<file path="config.mk">
export PLATFORM = sky130hd
export DESIGN_NAME = ospfb
export DESIGN_NICKNAME = d
export VERILOG_FILES = /design/src/pfb_pkg.sv /design/src/delay_buf.sv /design/src/pfb_pe.sv /design/src/ospfb.sv
export VERILOG_INCLUDE_DIRS = /design/src
export SDC_FILE = /design/constraint.sdc
export NUM_CORES = 2
export LEC_CHECK = 0
export BUFFER_PORTS_ARGS = -buffer_cell sky130_fd_sc_hd__buf_2
export CELL_PAD_IN_SITES_DETAIL_PLACEMENT = 1
export CELL_PAD_IN_SITES_GLOBAL_PLACEMENT = 2
export CORE_MARGIN = 2
export CORE_UTILIZATION = 45
export CTS_CLUSTER_SIZE = 30
export DETAILED_ROUTE_END_ITERATION = 16
export GPL_TIMING_DRIVEN = 1
export PLACE_DENSITY_LB_ADDON = 0.1
export SETUP_SLACK_MARGIN = 0.1
export SLEW_MARGIN = 0
export SYNTH_ARGS = -nofsm -noshare
export SYNTH_HDL_FRONTEND = slang
export SYNTH_HIERARCHICAL = 1
export SYNTH_SLANG_ARGS = --single-unit
</file>
<file path="constraint.sdc">
create_clock -name clk -period 12.2 [get_ports clk]
set_clock_uncertainty 0.1 [all_clocks]
set_input_delay 2.44 -clock clk [delete_from_list [all_inputs] [get_ports clk]]
set_output_delay 2.44 -clock clk [all_outputs]
set_load 0.1 [all_outputs]
</file>
<file path="src/pfb_consts.svh">
`ifndef PFB_CONSTS_SVH
`define PFB_CONSTS_SVH

`default_nettype none

// sample and partial sum width, sums wrap in two's complement
`define PFB_WIDTH 16

// coefficient width, the fixed rule only spans -3..3
`define PFB_COEFF_WID 8

// frame length in cycles
// must stay a power of two so the phase counters wrap on their own
`define PFB_FFT_LEN 8

// accepted samples per frame (decimation factor)
`define PFB_DEC_FAC 6

// phase counter value right after reset
`define PFB_SRT_PHA 0

// number of tap elements in the chain
`define PFB_PTAPS 3

`default_nettype wire

`endif

</file>
<file path="src/pfb_pkg.sv">
`include "pfb_consts.svh"
`default_nettype none

package pfb_pkg;

  // samples and partial sums share one word type
  typedef logic signed [`PFB_WIDTH-1:0] sample_t;

  // filter coefficient
  typedef logic signed [`PFB_COEFF_WID-1:0] coeff_t;

  // frame phase, also used for the per-tap coefficient counter
  typedef logic [$clog2(`PFB_FFT_LEN)-1:0] phase_t;

  // everything one tap hands to the next
  typedef struct packed {
    logic    vld;   // sample valid, travels with the sum
    sample_t data;  // forwarded sample for the next tap
    sample_t sum;   // running partial sum
  } pe_link_t;

endpackage

`default_nettype wire

</file>
<file path="src/delay_buf.sv">
`timescale 1ns/1ps
`default_nettype none

// fixed-depth delay line, DEPTH enabled cycles from din to dout
module delay_buf #(
  parameter type T     = logic,  // payload type
  parameter int  DEPTH = 1       // stages, at least one
) (
  input  wire logic clk,
  input  wire logic rst,
  input  wire logic en,     // stages only shift while high
  input  wire T     din,
  output T          dout
);

  T sr [DEPTH];  // sr[0] is the newest entry

  always_ff @(posedge clk) begin
    if (rst) begin
      for (int i = 0; i < DEPTH; i++) begin
        sr[i] <= '0;  // line starts out empty (zero)
      end
    end else if (en) begin
      sr[0] <= din;
      for (int i = 1; i < DEPTH; i++) begin
        sr[i] <= sr[i-1];  // move everything one stage along
      end
    end
    // en low leaves every stage as it was
  end

  // oldest entry
  assign dout = sr[DEPTH-1];

endmodule

`default_nettype wire

</file>
<file path="src/pfb_pe.sv">
`timescale 1ns/1ps
`include "pfb_consts.svh"
`default_nettype none

// one polyphase tap, multiply-add plus the delay lines that feed the next tap
module pfb_pe #(
  parameter int TAP_IDX = 0  // position in the chain, picks the coefficient slice
) (
  input  wire logic              clk,
  input  wire logic              rst,
  input  wire logic              en,
  input  wire pfb_pkg::pe_link_t link_in,
  output pfb_pkg::pe_link_t      link_out
);

  import pfb_pkg::*;

  localparam int FFT_LEN    = `PFB_FFT_LEN;
  localparam int DEC_FAC    = `PFB_DEC_FAC;
  localparam int LOOP_DEPTH = FFT_LEN - DEC_FAC;  // samples come back after the idle phases
  localparam int PROD_WID   = $bits(sample_t) + $bits(coeff_t);  // full product width

  // coefficient rule for this tap, values -3..3
  function automatic coeff_t coeff_rule(input int c);
    int idx;
    idx = TAP_IDX * FFT_LEN + c;
    return coeff_t'((idx % 7) - 3);
  endfunction

  coeff_t coeff_tab [FFT_LEN];  // constant table, one entry per phase
  phase_t coeff_ctr;            // walks the table backwards
  coeff_t h;                    // coefficient in use this cycle

  sample_t                       a;         // operand, new sample or looped copy
  logic signed [PROD_WID-1:0]    prod;      // a*h before truncation
  sample_t                       mac;       // sum_in + a*h
  sample_t                       loop_out;  // loop delay output
  sample_t                       data_out;  // forwarded sample
  sample_t                       sum_out;   // delayed partial sum
  logic                          vld_out;   // delayed sample valid

  // table is filled at elaboration
  for (genvar c = 0; c < FFT_LEN; c++) begin : g_coeff
    assign coeff_tab[c] = coeff_rule(c);
  end

  // counter counts down and wraps on its own (power of two length)
  always_ff @(posedge clk) begin
    if (rst) begin
      coeff_ctr <= '0;
    end else if (en) begin
      coeff_ctr <= coeff_ctr - 1'b1;
    end
  end

  assign h = coeff_tab[coeff_ctr];

  // fresh sample when one arrives, otherwise reuse from the loop line
  always_comb begin
    if (link_in.vld) begin
      a = link_in.data;
    end else begin
      a = loop_out;
    end
  end

  assign prod = a * h;                               // signed, both sides extended
  assign mac  = link_in.sum + sample_t'(prod);       // wraps at sample width

  // operand recirculation, also the source for the forwarded data
  delay_buf #(
    .T     (sample_t),
    .DEPTH (LOOP_DEPTH)
  ) loopbuf (
    .clk  (clk),
    .rst  (rst),
    .en   (en),
    .din  (a),
    .dout (loop_out)
  );

  // looped samples go on to the next tap two frames later
  delay_buf #(
    .T     (sample_t),
    .DEPTH (2 * FFT_LEN)
  ) databuf (
    .clk  (clk),
    .rst  (rst),
    .en   (en),
    .din  (loop_out),
    .dout (data_out)
  );

  delay_buf #(
    .T     (sample_t),
    .DEPTH (FFT_LEN)  // one frame per tap
  ) sumbuf (
    .clk  (clk),
    .rst  (rst),
    .en   (en),
    .din  (mac),
    .dout (sum_out)
  );

  // valid keeps pace with the sum
  delay_buf #(
    .T     (logic),
    .DEPTH (FFT_LEN)
  ) validbuf (
    .clk  (clk),
    .rst  (rst),
    .en   (en),
    .din  (link_in.vld),
    .dout (vld_out)
  );

  assign link_out = '{vld: vld_out, data: data_out, sum: sum_out};

endmodule

`default_nettype wire

</file>
<file path="src/ospfb.sv">
`timescale 1ns/1ps
`include "pfb_consts.svh"
`default_nettype none

// oversampled polyphase filter bank front end
// phase counter gates the input, a systolic chain of taps forms the sums
module ospfb (
  input  wire logic             clk,
  input  wire logic             rst,
  input  wire logic             en,        // freezes the whole datapath when low
  input  wire pfb_pkg::sample_t s_tdata,
  input  wire logic             s_tvalid,
  output logic                  s_tready,
  output pfb_pkg::sample_t      m_tdata,   // final partial sum
  output logic                  m_tvalid   // no ready, the sink takes every word
);

  import pfb_pkg::*;

  localparam int PTAPS   = `PFB_PTAPS;
  localparam int DEC_FAC = `PFB_DEC_FAC;

  // starting phase decides which branch sees the first sample
  localparam phase_t SRT_PHA = phase_t'(`PFB_SRT_PHA);

  phase_t   phase;   // position inside the current frame
  logic     accept;  // sample enters the chain this cycle
  pe_link_t links [PTAPS+1];  // links[0] is built here, links[PTAPS] is the output

  // frame phase, counts enabled cycles only
  always_ff @(posedge clk) begin
    if (rst) begin
      phase <= SRT_PHA;
    end else if (en) begin
      phase <= phase + 1'b1;  // wraps at FFT_LEN
    end
  end

  // ready for the first DEC_FAC phases, idle for the rest of the frame
  assign s_tready = (phase < DEC_FAC);

  assign accept = s_tvalid & s_tready & en;

  // head of the chain, partial sum starts at zero
  assign links[0] = '{vld: accept, data: s_tdata, sum: '0};

  // taps chained point to point
  for (genvar p = 0; p < PTAPS; p++) begin : g_tap
    pfb_pe #(
      .TAP_IDX (p)
    ) u_pe (
      .clk      (clk),
      .rst      (rst),
      .en       (en),
      .link_in  (links[p]),
      .link_out (links[p+1])
    );
  end

  // last tap's sum is the filter output
  assign m_tvalid = links[PTAPS].vld;
  assign m_tdata  = links[PTAPS].sum;

endmodule

`default_nettype wire

</file>
## Word level (Yosys, flattened, before mapping)

Memories as Yosys holds them, arrays and structs flattened.
Index checks and enable logic that the tools add are counted.

| operators by class | value |
|---|---|
| $add $sub $neg | 6 |
| $mul | 3 |
| bitwise operators | 91 |
| magnitude comparators | 4 |
| muxes and demuxes | 100 |

Operators by type and width:

| cell | count |
|---|---|
| 16-bit two-way mux | 65 |
| 1-bit bitwise OR | 86 |
| 16-bit by 8-bit multiplier with 16-bit output | 3 |
| 8-bit two-way mux | 6 |
| 16-bit adder | 2 |
| 1-bit two-way mux | 29 |
| 4-bit >= comparator, second input constant | 3 |
| 3-bit NOT with 4-bit output | 3 |
| 3-bit by 1-bit subtractor with 3-bit output, second input constant | 3 |
| 3-bit by 1-bit adder with 3-bit output, second input constant | 1 |
| 3-bit less-than comparator, second input constant | 1 |
| 1-bit AND | 2 |

| word-level totals | value |
|---|---|
| output and inout bits | 18 |
| RAM bits | 1016 |
| bits in read-only memories | 192 |
| memories kept | 14 |
| logic and storage cells | 222 |
| register bits | 12 |

Memory list:

| memory | depth | bits a word | rd ports | clocked after memory_dff | write ports | line | text |
|---|---|---|---|---|---|---|---|
| g_tap[0].u_pe.databuf.sr | 16 | 16 | 16 | 0 | 16 | delay_buf.sv:16 | `T sr [DEPTH];` |
| g_tap[1].u_pe.databuf.sr | 16 | 16 | 16 | 0 | 16 | delay_buf.sv:16 |  |
| g_tap[0].u_pe.sumbuf.sr | 8 | 16 | 8 | 0 | 8 | delay_buf.sv:16 |  |
| g_tap[1].u_pe.sumbuf.sr | 8 | 16 | 8 | 0 | 8 | delay_buf.sv:16 |  |
| g_tap[2].u_pe.sumbuf.sr | 8 | 16 | 8 | 0 | 8 | delay_buf.sv:16 |  |
| (name not given) | 8 | 8 | 1 | 0 | 0 | pfb_pe.sv:56 | `assign h = coeff_tab[coeff_ctr];` |
| 8 more memories | n/a | n/a | n/a | n/a | n/a | n/a |  |

## Longest topological paths before layout

| logic depth | value |
|---|---|
| word-level depth | 7 |
| depth in mapped cells | 26 |

## Modules after synthesis

Netlist, hierarchy kept.

By module, submodules not included:

| module | cells each | area each (µm²) | seq. area each (µm²) | times used |
|---|---|---|---|---|
| delay_buf at g_tap[0].u_pe.databuf ... | 574 | 10092.2 | 7687.4 | 3 |
| delay_buf at g_tap[0].u_pe.sumbuf ... | 297 | 5177.5 | 3843.7 | 3 |
| delay_buf at g_tap[0].u_pe.loopbuf ... | 87 | 1422.6 | 960.9 | 3 |
| pfb_pe at g_tap[2].u_pe | 382 | 3475.8 | 60.1 | 1 |
| pfb_pe at g_tap[0].u_pe | 384 | 3467.1 | 60.1 | 1 |
| pfb_pe at g_tap[1].u_pe | 373 | 3390.8 | 60.1 | 1 |
| delay_buf at g_tap[0].u_pe.validbuf ... | 17 | 311.5 | 240.2 | 3 |
| ospfb | 14 | 136.4 | 60.1 | 1 |

## Worst setup path after synthesis

Ideal clock, no wire load.

| timing | value |
|---|---|
| path type | input to register |
| start point | in s_tvalid |
| end point | mem g_tap[0].u_pe/sumbuf/sr[0][15] (netlist name), data pin |
| path buffers | 3 |
| slack | 4407 ps |
| arrival time | 7438 ps |
| cell stages on the path | 22 |
| path through | and3_2 buf_6 buf_6 mux2_2 and2_1 clkbuf_1 ha_1 a21o_1 fa_1 inv_1 fa_1 inv_1 fa_1 ha_1 ha_1 a21oi_1 o21ai_1 o31a_1 a221oi_1 o21ai_0 xor2_1 and3b_1 |

RTL lines:

| element | line | text |
|---|---|---|
| start: declaration | ospfb.sv:12 | `input wire logic s_tvalid,` |
| end: declaration | delay_buf.sv:16 |  |

==> results by group <==
Power and ir drop
  – Comb power frac: 36.6%
  – Max IR drop VDD: around 0.45 mV
  – Pleak: roughly 0.025 uW
  – Switching Share: roughly a third
  – Clk network pwr share: a little over a quarter
  – Net Switching: 3783 uW
  – Internal cell power: roughly 8100 uW
  – Pwr per Cell Area: approximately 220 nW/um^2
  – Sequential share of power: 36.3%

Global route
  – Initial antenna violation count: 1
  – Total congestion overflow: 0
  – Global-route wire length before repair: roughly 150 mm
  – Vias in the first global route: approximately 28000
  – Largest net degree at the start of global routing: 211
  – Total Routing Usage GR: 15.37%

Critical path
  – Worst reg2reg startpoint: g_tap[2].u_pe/coeff_ctr[0]
  – CP arrival: 8530 ps
  – Crit end category: flip-flop
  – R2R Setup Slk: 5380 ps
  – Worst Path Max Fanout: 59
  – Worst R2R End: g_tap[2].u_pe/sumbuf/sr[0][12]
  – Crit path largest cell delay: 600 ps
  – WS Path Type: in -> reg
  – WP data required: about 13000 ps
  – Startpoint types: primary input
  – R2R depth: 20
  – Critical-path cell list: buf_8 > and3_2 > mux2i_1 > nor2_1 > xor2_1 > ha_1 > a21o_1 > fa_1 > inv_1 > fa_1 > inv_1 > fa_1 > ha_1 > ha_1 > a21oi_1 > o21ai_1 > o31a_1 > a221oi_1 > o21ai_0 > xor2_1 > and3b_1
  – Slowest-stage cell, CP: and3_2

STA
  – Final setup fails: 0
  – Final period demand of the worst path: between 8000 and 9000 ps
  – Slew HR: approximately 17%
  – RSZ-0062 raised after global routing: false
  – Fraction of the cycle the final worst path needs: 67.11%
  – Setup TNS: 0 ps
  – Final count of hold timing violations: 0
  – Final Max Tran Viols: 0
  – Least-Margin Pin Slew: between 1000 and 1500 ps
  – Achievable Freq: between 100 and 150 MHz

Route
  – Routed Wire Length: 87.48 mm
  – Vias per cell: roughly 5.0
  – First drt pass iteration count: 4
  – Post-DR wirelength/cell: about 18 um
  – Via count: around 25000
  – Initial DRC count: 1390
  – ANT nets after route: 0
  – DRC: 0

CTS
  – Post-CTS Resized: 0
  – Post-CTS Setup Inserts: 0
  – Clock root cell: clkbuf_16
  – Clk_lat worst skew: 700 ps
  – Worst-path clk slew: around 60 ps
  – Clk buf depth: 3
  – # clock sinks: between 1000 and 1500
  – H-tree depth: 3
  – Total CTS buffers: 110
  – # hold bufs at CTS: 0
  – CTS tree: yes

Placed design
  – Port Buffer Count: 37
  – GP Congestion: 0.8321
  – Detail Placement HPWL: ~53 mm

Layout
  – Multi-input gate area: 17460 sq um
  – Final-layout fill cell count: about 11000
  – Reg area: approximately 30000 sq um
  – Area Overhead vs Synth: 7.175%
  – Final Util: between 40% and 50%
  – Layout cell share with drive strength beyond 1: 10.19%
  – Nets: 3720
  – ANT cells: 0

Synth
  – Yosys warning count: 6
  – Post-Syn Area: 51390 sq um
  – Avg Cell Area, Syn: 14.67 sq um
  – Post-Synthesis Cells: about 3500

Hold path
  – Hold Crit Endpoint: g_tap[1].u_pe/databuf/sr[0][37]
  – Hold path cells: 1
  – Hold Startpoint: g_tap[1].u_pe/databuf/sr[0][21]
  – Min-Delay Path Class: reg -> reg

Floorplan
  – Die ar.: around 120000 sq um
  – Initial Util: approximately 46%
  – Die Span Y: around 340 um
  – CORE AREA: roughly 110000 sq um
  – Chip width: ~340 um
  – I/O pin count: 38
  – Rows: 123

Run
  – Max-cap violations: 0

Status
  – Outcome: completed
-- worst max-delay path by stage --
stage / slack [ps] / endpoint / start
floorplan: 4410 / g_tap[0].u_pe/sumbuf/sr[0][15] / s_tvalid
global placement: 3420 / g_tap[0].u_pe/sumbuf/sr[0][15] / en
detailed placement: 3280 / g_tap[0].u_pe/sumbuf/sr[0][15] / en
CTS: 4030 / g_tap[0].u_pe/sumbuf/sr[0][15] / en
global route: 3630 / g_tap[0].u_pe/sumbuf/sr[0][15] / en
finish: 4010 / g_tap[0].u_pe/sumbuf/sr[0][15] / en
-- flip-flops by register name, indices dropped and copies added, names as in the netlist --
signal and flops:
g_tap.u_pe/sumbuf/sr 384, g_tap.u_pe/coeff_ctr 9, phase 3, g_tap.u_pe/loopbuf/sr 96, g_tap.u_pe/databuf/sr 512, g_tap.u_pe/validbuf/sr 24
-- stage by stage --
stage          hold slack, ps  power, uW  worst slack [ps]  cell area, sq um  instances
5_1_grt                 425.5      12850              3634             55080       4955
6_report                411.8      11890              4013             55080       4955
3_3_place_gp            382.1       8715              3417             51590       4755
3_5_place_dp            417.5       8845              3277             51590       4755
2_1_floorplan           369.8       7857              4407             51450       3519
4_1_cts                 410.5      12150              4034             55080       4955
-- cell type report --
type                       count  share of cell area, %
clock buffer                 135                  5.186
clock inverter                65                  1.147
tap                         1500                  3.408
sequential                  1028                  55.83
inverter                     267                  1.820
multi-input combinational   1887                  31.70
timing repair buffer          73                 0.9087
-- placed cells by master, fill, tap and decap left out, types with 4 or more instances in the layout --
cell type / n
and2_1: 23
a31oi_1: 5
o21ai_1: 5
mux2_2: 26
buf_2: 35
nor3_1: 9
buf_4: 34
fa_1: 201
nand2b_1: 6
nor2b_1: 299
a21oi_1: 26
clkinv_1: 33
edfxtp_1: 1016
or3_1: 4
xnor2_1: 72
conb_1: 16
or2_4: 5
mux2_4: 6
o21ai_0: 11
bufinv_16: 9
o21bai_1: 4
clkinv_2: 13
xor2_1: 23
mux2i_1: 19
dfxtp_1: 12
inv_1: 263
nand2_1: 119
nor2_1: 70
and3b_2: 78
a21o_1: 24
ha_1: 132
or2_1: 7
clkbuf_1: 24
clkbuf_16: 110
a221oi_1: 4
and3b_1: 644
xnor3_1: 4
-- power by group through the flow --
stage	Combinational, uW	Clock, uW	Sequential (uW)
after floorplan	3490	0	4360
after global placement	4330	0	4390
after detailed placement	4450	0	4400
after CTS	4490	3340	4320
after global routing	5030	3470	4350
final	4350	3220	4320
-- layer usage --
layer / track usage, % / part of all wire [%] / up-vias
met1: 19.30 / 43 / 12760
li1: - / - / 11890
met3: 2.452 / 2.5 / 145
met2: 27.26 / 51 / 196
met4: 4.660 / 2.7 / 0
met5: 0 / 0 / -
-- critical path, delay by kind of cell --
kind,cells,cell delay (ps)
AOI/OAI and AO/OA,6,1380
muxes,1,580
and+or+nand+nor,3,980
buffers and inverters,3,350
xor gates and xnor gates,2,360
adders and majority gates,6,2350
(Power assumes the default switching activity.)
